## src/rs_pkg.sv

```systemverilog
/*
 * Shared definitions for the issue stage: tag and opcode widths,
 * functional-unit classes with their issue-port layout, and the packed
 * structs that carry dispatch, station entries, result lanes and issue ports.
 */
package rs_pkg;

	////////////////////////////////
	// Widths
	////////////////////////////////

	// 32 physical registers with tag 0 as the zero register
	localparam int tag_width    = 5;
	localparam int opcode_width = 16;

	typedef logic [tag_width-1:0]    tag_t;
	typedef logic [opcode_width-1:0] opcode_t;

	////////////////////////////////
	// Functional units
	////////////////////////////////

	typedef enum logic [1:0] {
		fu_alu    = 2'd0,
		fu_mult   = 2'd1,
		fu_branch = 2'd2
	} fu_type_e;

	localparam int num_fu_types = 3;

	// Ports per class and first issue port of each class
	localparam int fu_port_count [num_fu_types] = '{2, 1, 1};
	localparam int fu_port_base  [num_fu_types] = '{0, 2, 3};
	localparam int num_fu_ports = 4;

	////////////////////////////////
	// Structs
	////////////////////////////////

	// One renamed instruction from the dispatch group
	typedef struct packed {
		logic     valid;
		fu_type_e fu_type;
		tag_t     dest;
		tag_t     src1;
		tag_t     src2;
		opcode_t  opcode;
	} dispatch_t;

	typedef struct packed {
		logic     busy;
		fu_type_e fu_type;
		tag_t     dest;
		tag_t     src1;
		logic     src1_ready;
		tag_t     src2;
		logic     src2_ready;
		opcode_t  opcode;
	} rs_entry_t;

	// One result-bus lane
	typedef struct packed {
		logic valid;
		tag_t tag;
	} cdb_t;

	typedef struct packed {
		logic    valid;
		tag_t    dest;
		tag_t    src1;
		tag_t    src2;
		opcode_t opcode;
	} issue_t;

endpackage

```

## src/prio_select.sv

```systemverilog
/*
 * Multi-grant priority selector. Picks up to num_reqs set request bits,
 * lowest index first, and returns each as an index with a valid bit.
 */
module prio_select #(
	parameter int width = 8,
	parameter int num_reqs = 1,
	localparam int idx_w = (width > 1) ? $clog2(width) : 1
) (
	input  logic                             clock,
	input  logic                             reset,
	input  logic [width-1:0]                 req,
	input  logic                             en,
	output logic [num_reqs-1:0][idx_w-1:0]   grant_idx,
	output logic [num_reqs-1:0]              grant_valid
);

	logic [width-1:0] remaining;
	logic [idx_w-1:0] pick;
	logic             found;

	// Each pass takes the lowest remaining request and removes it
	always_comb begin
		remaining = en ? req : '0;
		grant_idx = '0;
		grant_valid = '0;
		pick = '0;
		found = 1'b0;
		for (int g = 0; g < num_reqs; g++) begin
			pick = '0;
			found = 1'b0;
			// Scan downward so the last hit is the lowest index
			for (int i = width - 1; i >= 0; i--) begin
				if (remaining[i]) begin
					pick = idx_w'(i);
					found = 1'b1;
				end
			end
			if (found) begin
				grant_idx[g] = pick;
				grant_valid[g] = 1'b1;
				remaining[pick] = 1'b0;
			end
		end
	end

	// Two grants never point at the same request
	for (genvar g = 0; g < num_reqs; g++) begin : g_uniq
		for (genvar h = g + 1; h < num_reqs; h++) begin : g_pair
			a_grant_unique: assert property (@(posedge clock) disable iff (reset)
				!(grant_valid[g] && grant_valid[h] && grant_idx[g] == grant_idx[h]));
		end
	end

endmodule

```

## src/tag_cam.sv

```systemverilog
/*
 * Tag CAM. Compares both stored source tags of every entry against the
 * valid result-bus lanes and flags a hit per source. Tag 0 never hits.
 */
module tag_cam #(
	parameter int entries = 8,
	parameter int num_tags = 2
) (
	input  rs_pkg::tag_t [entries-1:0][1:0] entry_tags,
	input  rs_pkg::cdb_t [num_tags-1:0]     cdb,
	output logic         [entries-1:0][1:0] hits
);

	always_comb begin
		hits = '0;
		for (int e = 0; e < entries; e++) begin
			for (int s = 0; s < 2; s++) begin
				for (int t = 0; t < num_tags; t++) begin
					// Zero register is never broadcast as a wakeup
					if (cdb[t].valid && entry_tags[e][s] == cdb[t].tag &&
						entry_tags[e][s] != '0) begin
						hits[e][s] = 1'b1;
					end
				end
			end
		end
	end

endmodule

```

## src/phys_ready_table.sv

```systemverilog
/*
 * Physical register ready table. Gives dispatched instructions their
 * initial source-ready bits, with result-bus and same-group bypass.
 */
module phys_ready_table #(
	parameter int dispatch_width = 2,
	parameter int cdb_width = 2
) (
	input  logic                                  clock,
	input  logic                                  reset,
	input  rs_pkg::dispatch_t [dispatch_width-1:0] dispatch,
	input  rs_pkg::cdb_t      [cdb_width-1:0]      cdb,
	input  logic                                  enable,
	output logic              [dispatch_width-1:0][1:0] src_ready
);

	localparam int num_regs = 2 ** rs_pkg::tag_width;

	logic [num_regs-1:0] ready_bits;
	logic [num_regs-1:0] ready_next;
	rs_pkg::tag_t        look_tag;

	////////////////////////////////
	// Lookup
	////////////////////////////////

	always_comb begin
		src_ready = '0;
		look_tag = '0;
		for (int s = 0; s < dispatch_width; s++) begin
			for (int k = 0; k < 2; k++) begin
				look_tag = (k == 0) ? dispatch[s].src1 : dispatch[s].src2;
				src_ready[s][k] = ready_bits[look_tag];
				for (int c = 0; c < cdb_width; c++) begin
					if (cdb[c].valid && cdb[c].tag == look_tag)
						src_ready[s][k] = 1'b1;
				end
				// Producer earlier in the same group is still in flight
				for (int t = 0; t < s; t++) begin
					if (dispatch[t].valid && dispatch[t].dest == look_tag &&
						look_tag != '0) begin
						src_ready[s][k] = 1'b0;
					end
				end
			end
		end
	end

	////////////////////////////////
	// Update
	////////////////////////////////

	always_comb begin
		ready_next = ready_bits;
		for (int c = 0; c < cdb_width; c++) begin
			if (cdb[c].valid)
				ready_next[cdb[c].tag] = 1'b1;
		end
		// Clear after set so a new dest wins over a same-cycle broadcast
		for (int s = 0; s < dispatch_width; s++) begin
			if (enable && dispatch[s].valid && dispatch[s].dest != '0)
				ready_next[dispatch[s].dest] = 1'b0;
		end
	end

	always_ff @(posedge clock) begin
		if (reset) begin
			ready_bits <= '1;
		end else begin
			ready_bits <= ready_next;
		end
	end

endmodule

```

## src/reservation_station.sv

```systemverilog
/*
 * Reservation station. Allocates dispatched instructions into free entries,
 * wakes sources from the result bus, and issues ready entries per
 * functional-unit class, lowest index first. Flush empties every entry.
 */
module reservation_station #(
	parameter int rs_size = 8,
	parameter int dispatch_width = 2,
	parameter int cdb_width = 2,
	localparam int idx_w = (rs_size > 1) ? $clog2(rs_size) : 1,
	localparam int count_w = $clog2(rs_size) + 1
) (
	input  logic                                        clock,
	input  logic                                        reset,
	input  logic                                        enable,
	input  logic                                        flush,
	input  rs_pkg::dispatch_t [dispatch_width-1:0]      dispatch,
	input  logic              [dispatch_width-1:0][1:0] src_ready,
	input  rs_pkg::cdb_t      [cdb_width-1:0]           cdb,
	output rs_pkg::issue_t    [rs_pkg::num_fu_ports-1:0] issue,
	output logic              [count_w-1:0]             free_count,
	output logic                                        rs_full
);

	rs_pkg::rs_entry_t [rs_size-1:0] rs_table;
	rs_pkg::rs_entry_t [rs_size-1:0] rs_table_next;
	logic [count_w-1:0]              busy_count;
	logic [count_w-1:0]              busy_count_next;
	logic [count_w-1:0]              dispatch_count;

	rs_pkg::tag_t [rs_size-1:0][1:0] entry_tags;
	logic         [rs_size-1:0][1:0] cam_hits;
	logic         [rs_size-1:0]      free_vec;
	logic         [rs_size-1:0]      ready_vec;

	logic [dispatch_width-1:0][idx_w-1:0] alloc_idx;
	logic [dispatch_width-1:0]            alloc_valid;
	logic [rs_pkg::num_fu_ports-1:0][idx_w-1:0] issue_idx;
	logic [rs_pkg::num_fu_ports-1:0]            issue_valid;
	logic [rs_pkg::num_fu_types-1:0][rs_size-1:0] issue_reqs;

	//////////////////////////////
	// Wakeup and ready
	//////////////////////////////

	for (genvar i = 0; i < rs_size; i++) begin : g_entry
		assign entry_tags[i][0] = rs_table[i].src1;
		assign entry_tags[i][1] = rs_table[i].src2;
		assign free_vec[i] = ~rs_table[i].busy;
		// Same-cycle CAM hit counts as ready
		assign ready_vec[i] = rs_table[i].busy &
			(rs_table[i].src1_ready | cam_hits[i][0]) &
			(rs_table[i].src2_ready | cam_hits[i][1]);
	end

	tag_cam #(
		.entries (rs_size),
		.num_tags(cdb_width)
	) u_tag_cam (
		.entry_tags(entry_tags),
		.cdb       (cdb),
		.hits      (cam_hits)
	);

	//////////////////////////////
	// Issue select
	//////////////////////////////

	for (genvar c = 0; c < rs_pkg::num_fu_types; c++) begin : g_class
		localparam int base = rs_pkg::fu_port_base[c];
		localparam int count = rs_pkg::fu_port_count[c];

		for (genvar i = 0; i < rs_size; i++) begin : g_req
			assign issue_reqs[c][i] = ready_vec[i] &
				(rs_table[i].fu_type == rs_pkg::fu_type_e'(c));
		end

		prio_select #(
			.width   (rs_size),
			.num_reqs(count)
		) u_issue_sel (
			.clock      (clock),
			.reset      (reset),
			.req        (issue_reqs[c]),
			.en         (enable),
			.grant_idx  (issue_idx[base +: count]),
			.grant_valid(issue_valid[base +: count])
		);
	end

	always_comb begin
		for (int p = 0; p < rs_pkg::num_fu_ports; p++) begin
			issue[p].valid = issue_valid[p];
			issue[p].dest = rs_table[issue_idx[p]].dest;
			issue[p].src1 = rs_table[issue_idx[p]].src1;
			issue[p].src2 = rs_table[issue_idx[p]].src2;
			issue[p].opcode = rs_table[issue_idx[p]].opcode;
		end
	end

	//////////////////////////////
	// Allocation
	//////////////////////////////

	// Slot s lands in the s-th lowest free entry
	prio_select #(
		.width   (rs_size),
		.num_reqs(dispatch_width)
	) u_alloc_sel (
		.clock      (clock),
		.reset      (reset),
		.req        (free_vec),
		.en         (enable & ~flush),
		.grant_idx  (alloc_idx),
		.grant_valid(alloc_valid)
	);

	//////////////////////////////
	// Next table state
	//////////////////////////////

	always_comb begin
		rs_table_next = rs_table;
		busy_count_next = '0;

		// Wakeups are kept even while enable is low
		for (int i = 0; i < rs_size; i++) begin
			rs_table_next[i].src1_ready = rs_table[i].src1_ready | cam_hits[i][0];
			rs_table_next[i].src2_ready = rs_table[i].src2_ready | cam_hits[i][1];
		end

		for (int p = 0; p < rs_pkg::num_fu_ports; p++) begin
			if (issue_valid[p])
				rs_table_next[issue_idx[p]].busy = 1'b0;
		end

		for (int s = 0; s < dispatch_width; s++) begin
			if (dispatch[s].valid && alloc_valid[s]) begin
				rs_table_next[alloc_idx[s]].busy = 1'b1;
				rs_table_next[alloc_idx[s]].fu_type = dispatch[s].fu_type;
				rs_table_next[alloc_idx[s]].dest = dispatch[s].dest;
				rs_table_next[alloc_idx[s]].src1 = dispatch[s].src1;
				rs_table_next[alloc_idx[s]].src1_ready = src_ready[s][0];
				rs_table_next[alloc_idx[s]].src2 = dispatch[s].src2;
				rs_table_next[alloc_idx[s]].src2_ready = src_ready[s][1];
				rs_table_next[alloc_idx[s]].opcode = dispatch[s].opcode;
			end
		end

		// Flush beats everything above
		for (int i = 0; i < rs_size; i++) begin
			if (flush)
				rs_table_next[i].busy = 1'b0;
			busy_count_next = busy_count_next + count_w'(rs_table_next[i].busy);
		end
	end

	always_ff @(posedge clock) begin
		if (reset) begin
			for (int i = 0; i < rs_size; i++)
				rs_table[i].busy <= 1'b0;
			busy_count <= '0;
		end else begin
			rs_table <= rs_table_next;
			busy_count <= busy_count_next;
		end
	end

	assign free_count = count_w'(rs_size) - busy_count;
	assign rs_full = (busy_count == count_w'(rs_size));

	//////////////////////////////
	// Checks
	//////////////////////////////

	always_comb begin
		dispatch_count = '0;
		for (int s = 0; s < dispatch_width; s++)
			dispatch_count = dispatch_count + count_w'(dispatch[s].valid);
	end

	// Sender must respect the free count it saw this cycle
	a_dispatch_fits: assert property (@(posedge clock) disable iff (reset)
		enable && !flush |-> dispatch_count <= free_count);

	for (genvar p = 0; p < rs_pkg::num_fu_ports; p++) begin : g_freed
		a_issue_freed: assert property (@(posedge clock) disable iff (reset)
			issue_valid[p] |=> !rs_table[$past(issue_idx[p])].busy);
	end

endmodule

```

## src/rs_top.sv

```systemverilog
/*
 * Issue stage top level. Joins the physical register ready table with
 * the reservation station and sets the sizes for both.
 */
module rs_top #(
	parameter int rs_size = 8,
	parameter int dispatch_width = 2,
	parameter int cdb_width = 2
) (
	input  logic                                         clock,
	input  logic                                         reset,
	input  logic                                         enable,
	input  logic                                         flush,
	input  rs_pkg::dispatch_t [dispatch_width-1:0]       dispatch,
	input  rs_pkg::cdb_t      [cdb_width-1:0]            cdb,
	output rs_pkg::issue_t    [rs_pkg::num_fu_ports-1:0] issue,
	output logic              [$clog2(rs_size):0]        free_count,
	output logic                                         rs_full
);

	// Initial source readiness for each dispatch slot
	logic [dispatch_width-1:0][1:0] src_ready;

	phys_ready_table #(
		.dispatch_width(dispatch_width),
		.cdb_width     (cdb_width)
	) u_phys_ready_table (
		.clock    (clock),
		.reset    (reset),
		.dispatch (dispatch),
		.cdb      (cdb),
		.enable   (enable),
		.src_ready(src_ready)
	);

	reservation_station #(
		.rs_size       (rs_size),
		.dispatch_width(dispatch_width),
		.cdb_width     (cdb_width)
	) u_reservation_station (
		.clock     (clock),
		.reset     (reset),
		.enable    (enable),
		.flush     (flush),
		.dispatch  (dispatch),
		.src_ready (src_ready),
		.cdb       (cdb),
		.issue     (issue),
		.free_count(free_count),
		.rs_full   (rs_full)
	);

endmodule

```

## config.mk

```make
export PLATFORM = sky130hd
export DESIGN_NAME = rs_top
export DESIGN_NICKNAME = d
export VERILOG_FILES = /design/src/rs_pkg.sv /design/src/prio_select.sv /design/src/tag_cam.sv /design/src/phys_ready_table.sv /design/src/reservation_station.sv /design/src/rs_top.sv
export SDC_FILE = /design/constraint.sdc
export NUM_CORES = 2
export LEC_CHECK = 0
export BUFFER_PORTS_ARGS = -buffer_cell sky130_fd_sc_hd__buf_2
export CAP_MARGIN = 10
export CORE_ASPECT_RATIO = 1.2
export CORE_MARGIN = 10
export CORE_UTILIZATION = 35
export CTS_CLUSTER_DIAMETER = 30
export DETAILED_ROUTE_END_ITERATION = 10
export PLACE_DENSITY = 0.54
export SETUP_SLACK_MARGIN = 0.1
export SYNTH_ARGS = -nofsm -noshare
export SYNTH_HDL_FRONTEND = slang
export SYNTH_SLANG_ARGS = --single-unit
```

## constraint.sdc

```tcl
create_clock -name clock -period 20.9 [get_ports clock]
set_input_delay 1.045 -clock clock [delete_from_list [all_inputs] [get_ports clock]]
set_output_delay 1.045 -clock clock [all_outputs]
set_load 0.03 [all_outputs]
```

# Yosys cells after proc, flatten, opt, wreduce, memory -nomap -nowiden
# Index checks and enable logic that the tools add are counted.
[word_totals] reg_bits=324 out_inout_bits=133
[op_classes] n_addsub=8 eq_ne=59 muxes=262 bitwise_logic=76 magnitude_cmp=28 reduce_logical=122
[ops] op="288-bit bitwise mux" n=20
[ops] op="36-bit demux with 3-bit select" n=20
[ops] op="288-bit 2-to-1 mux" n=6
[ops] op="36-bit binary-select mux with 3-bit select" n=4
[ops] op="36-bit 2-to-1 mux" n=6
[ops] op="5-bit == test" n=42
[ops] op="33-bit 2-to-1 mux" n=6
[ops] op="3-bit 2-to-1 mux" n=54
[ops] op="32-bit 2-to-1 mux" n=4
[ops] op="1-bit 2-to-1 mux" n=114
[ops] op="5-bit nonzero test" n=20
[ops] op="1-bit logical AND" n=94
[ops] op="35-bit 2-to-1 mux" n=2
[ops] op="32-bit bitwise AND" n=2
[ops] op="32-bit NOT" n=2
[ops] op="32-bit OR" n=2
[ops] op="28-bit 2-to-1 mux" n=2
[ops] op="5-bit by 6-bit < comparator with 1-bit output, second input constant" n=8
[ops] op="8-bit 2-to-1 mux" n=6
[ops] op="23-bit 2-to-1 mux" n=2
[ops] op="22-bit 2-to-1 mux" n=2
[ops] op="1-bit bitwise AND" n=41
[ops] op="17-bit 2-to-1 mux" n=2
[ops] op="3-bit by 4-bit < comparator with 1-bit output, second input constant" n=8
[ops] op="17 further kinds" n=86

# Logic depth before layout (Yosys ltp)
[depth] ltp_word=70 mapped_depth=23 ltp_nobuf=19

# Cells and area by module
# A second synthesis with hierarchy kept.
[unflattened] hier_cells=3178 hier_area_um2=31939.4
[by_module_without_submodules] mod="reservation_station" area_per_inst_um2=25051.5 cells_each=2330 seq_area_each_um2=8648.3 instances=1
[by_module_without_submodules] mod="phys_ready_table" area_per_inst_um2=3699.8 cells_each=420 seq_area_each_um2=640.6 instances=1
[by_module_without_submodules] mod="tag_cam" area_per_inst_um2=2292.2 cells_each=294 seq_area_each_um2=0.0 instances=1
[by_module_without_submodules] mod="prio_select (u_reservation_station.g_class[0].u_issue_sel ...)" area_per_inst_um2=320.3 cells_each=52 seq_area_each_um2=0.0 instances=2
[by_module_without_submodules] mod="prio_select (u_reservation_station.g_class[1].u_issue_sel ...)" area_per_inst_um2=127.6 cells_each=15 seq_area_each_um2=0.0 instances=2

# Worst setup path before layout
# OpenSTA, ideal clock, no wires.
[synth_timing] path_type="input to register" from="input port reset" to="register u_phys_ready_table.ready_bits[24]" setup_slack_ps=10944 cell_stages=3 setup_ps=527 arrival_ps=9429 required_time_ps=20373 cell_sequence="inv_1 -> clkbuf_1 -> o21ai_0"
[synth_rtl] item="from (decl)" line="rs_top.sv:11" rtl="input logic reset,"
[synth_rtl] item="to (signal assigned)" line="phys_ready_table.sv:70" rtl="ready_bits <= ready_next;"
[synth_rtl] item="to (decl)" line="phys_ready_table.sv:19" rtl="logic [num_regs-1:0] ready_bits;"
# No word-level cell between the ends.

==> impl_table.tex <==
\begin{tabular}{lr}
\hline
Metric & Value \\
\hline
\multicolumn{2}{l}{\textbf{Logic synthesis}} \\
Seq cells post-synth & 324 \\
Xor/xnor cell area share of the yosys netlist & 6.225\% \\
Instance count of the mapped netlist & about 3600 \\
Fraction of the mapped netlist area in adder cells & 0.5010\% \\
Share of synthesized registers carrying an async set or reset & 0\% \\
Most used flip-flop cell after synthesis & edfxtp\_1 \\
Share of the yosys chip area belonging to registers & 31.00\% \\
Most frequent cells after synthesis & 728 x nand2\_1, 399 x mux2i\_1, 280 x edfxtp\_1, 266 x a21oi\_1, 234 x clkbuf\_1 \\
Cell type with the largest total area after synthesis & edfxtp\_1 \\
Combinational family with the most area after synthesis & simple AND/OR/NAND/NOR gates \\
Synth Warn \# & 0 \\
Synthesized-area fraction occupied by ao, oa, aoi and oai cells & roughly 18\% \\
Simple logic cell fraction of the synthesized area & 18.88\% \\
Library cells used by synthesis & 90 \\
Area share of the largest cell type after synthesis & between 20 and 30\% \\
Net count of the mapped netlist & 3667 \\
Post-Synthesis Mean Instance Area & 8.383 um2 \\
Most common cell in the netlist & nand2\_1 \\
Biggest area contributors in the synthesized netlist & edfxtp\_1 28\%, mux2i\_1 13\%, nand2\_1 9.1\% \\
Mux cell area share after synthesis & about 18\% \\
Number of enable flip-flop cells after synthesis & 280 \\
Post-Synthesis Cell Area & 0.02997 mm2 \\
\multicolumn{2}{l}{\textbf{Global route}} \\
Antenna violations before repair & 11 \\
Maximum number of pins on one net before global-route repair & 134 \\
Number of global-route vias before repair & $\sim$28000 \\
First-pass GRT wire length & 190400 um \\
Leftover overflow at the end of global routing & 0 \\
Total Routing Usage GR & 25.53\% \\
\multicolumn{2}{l}{\textbf{Power}} \\
LEAKAGE & about 12 nW \\
Power per standard cell area & 76.64 mW/mm2 \\
Peak supply drop & approximately 60 uV \\
Overall power of the completed layout & 2.633 mW \\
\multicolumn{2}{l}{\textbf{Final layout}} \\
Fraction of layout instances using a drive strength above 1 & 16.36\% \\
Filler instances & 8482 \\
Area Growth Syn to Fin & 14.61\% \\
Share of the core filled with cells in the final layout & 40.45\% \\
Final layout net count & 3596 \\
\multicolumn{2}{l}{\textbf{Floorplan}} \\
Number of cell rows & between 100 and 150 \\
Area of the core & 0.08491 mm2 \\
Initial cell density of the core & 35.30\% \\
Y dimension of the die & 340.5 um \\
Full die area & 0.09778 mm2 \\
I/O pins & 217 \\
Floorplan die width & 287.1 um \\
\multicolumn{2}{l}{\textbf{Clock tree}} \\
CTS tree & yes \\
Maximum buffer depth of the clock tree & 3 \\
Cell at the root of the clock tree & clkbuf\_16 \\
Cts repair resizes & 0 \\
Setup Fix Bufs, Post-CTS & 0 \\
Post-CTS clock slew at the launch and capture registers of the worst setup and hold paths & 0.05 ns \\
Count of clock tree sinks & between 300 and 400 \\
H-tree levels & 3 \\
Clk\_lat worst skew & around 0.67 ns \\
Count of hold buffers inserted by post-cts repair & 0 \\
CTS Buf Count & between 90 and 100 \\
\multicolumn{2}{l}{\textbf{Worst setup path}} \\
Data required time of the critical path & 19.85 ns \\
Crit Path Category & primary input to primary output \\
Arr. time, crit path & 6.31 ns \\
Worst-path maximum fanout & 71 \\
Type of element launching the critical path & primary input \\
Critical Path Sink Type & primary output \\
\multicolumn{2}{l}{\textbf{Status}} \\
Result of the run & completed \\
\multicolumn{2}{l}{\textbf{Route}} \\
Average wire per standard cell & 27.63 um \\
Residual DRC count & 0 \\
Iter 0 DRT Violations & $\sim$3600 \\
Detailed-router iteration count before antenna repair & 6 \\
Antenna-violating nets left & 0 \\
Total number of vias & 29094 \\
Aggregate routed wire length & 130400 um \\
Vias per std cell & between 6 and 7 \\
\multicolumn{2}{l}{\textbf{STA}} \\
Least-Margin Pin Slew & 1.197 ns \\
Achievable frequency & $\sim$140 MHz \\
Rel. slew slack & 20.23\% \\
Min cycle time layout & $\sim$7.4 ns \\
Max Slew Vio Count & 0 \\
Largest clock skew in the final design & 0.02319 ns \\
Number of setup violations in the final report & 0 \\
Portion of the clock cycle consumed by the worst path in the final layout & a little over a third \\
Setup Total Neg Slack & 0 ns \\
Count of final hold-check violations & 0 \\
RSZ-0062 raised after global routing & false \\
\multicolumn{2}{l}{\textbf{Hold path}} \\
Tightest Hold Check Type & flop to flop \\
\multicolumn{2}{l}{\textbf{Placement}} \\
Buffers on Ports & 216 \\
Weighted congestion at the end of routability-driven global placement & 0.9128 \\
Estimated wirelength of the detail-placed design & 78310 um \\
\multicolumn{2}{l}{\textbf{Run}} \\
Max-cap check violation count & 0 \\
\hline
\end{tabular}
logic make-up (layout without fill, tap and decap cells):
family,after synthesis,count (layout)
muxes,486,486
other,0,7
AOI/OAI and AO/OA,873,873
adders and majority gates,10,10
buffers and inverters,448,456
xor gates and xnor gates,213,213
DFF,324,324
and+or+nand+nor,1221,1221
power breakdown:
part / internal (mW) / switching [mW] / leakage, nW
sequential: 0.750 / 0.0676 / 3.09
clock: 1.05 / 0.470 / 1.62
combinational: 0.106 / 0.190 / 7.77
total: 1.90 / 0.728 / 12.5
critical path, stage by stage:
cell and delay (ns):
buf_2 0.64, xnor2_1 0.19, nand4_1 0.12, nor4_1 0.46, o32ai_2 0.27, or4b_1 0.57
a21o_1 0.20, a21oi_4 0.27, o21a_4 0.64, buf_4 0.93, mux2i_1 0.28, o22ai_1 0.09
or2_1 0.36, buf_2 0.22
registers in the layout (all words and copies together) (netlist names):
| name | count |
|---|---|
| u_reservation_station.entry_tags | 80 |
| u_reservation_station.busy_count | 4 |
| u_phys_ready_table.ready_bits | 32 |
| u_reservation_station.rs_table | 208 |
final timing paths:
check	startpoint	endpoint	slack [ns]	cells after the start
worst min register to register	u_phys_ready_table.ready_bits[0]	u_phys_ready_table.ready_bits[0]	0.55	2
worst max-delay path	cdb[9]	issue[118]	13.54	14
worst max register to register	u_reservation_station.entry_tags[27]	u_reservation_station.busy_count[2]	14.47	19
worst min-delay path	u_phys_ready_table.ready_bits[0]	u_phys_ready_table.ready_bits[0]	0.55	2
layout make-up:
type / instances / area, um2 / share of cell area [%]
Tap cell: 1130 / 1414 / 4.116
Timing Repair Buffer: 258 / 1409 / 4.102
Multi-Input combinational cell: 2803 / 18760 / 54.60
Clock buffer: 106 / 2447 / 7.125
Inverter: 25 / 101.3 / 0.2951
Sequential cell: 324 / 9289 / 27.04
Antenna cell: 7 / 17.52 / 0.05100
Clock inverter: 67 / 914.6 / 2.663
through the flow:
| stage | cells | cell area (um2) | setup WS (ns) | hold slack, ns |
|---|---|---|---|---|
| after CTS | 4713 | 34330 | 13.69 | 0.5459 |
| after floorplan | 3575 | 29970 | 10.94 | 0.4707 |
| after detailed placement | 4540 | 30970 | 13.57 | 0.5307 |
| final | 4720 | 34350 | 13.54 | 0.5494 |
| after global routing | 4718 | 34340 | 13.36 | 0.5820 |
| after global placement | 4540 | 30970 | 13.63 | 0.5284 |
routing by layer:
| metal | global-route usage (%) | wire (um) |
|---|---|---|
| met5 | 0 | 23 |
| met4 | 13.48 | 6682 |
| met3 | 4.860 | 12640 |
| met2 | 40.67 | 59680 |
| met1 | 32.36 | 51370 |
cells in the final DEF, fill, tap and decap left out, drive strengths merged, types with 8 or more instances in the layout:
cell and count:
nand2 729, mux2i 399, edfxtp 280, a21oi 269
buf 258, o21ai 224, xnor2 170, o22ai 165
nor2 159, clkbuf 106, or4 70, mux2 47
or2 46, dfxtp 44, nand4 44, xor2 43
mux4 40, a31oi 38, clkinv 38, a211oi 36
a22o 33, nor3 33, a222oi 30, inv 27
nor4 26, and2 21, bufinv 17, nand3 17
nand3b 15, or3 15, nor2b 15, o32ai 13
nand2b 10, clkinvlp 10, o31ai 9, or3b 8
o41ai 8
Note: power is estimated with default switching activity, not from simulation.
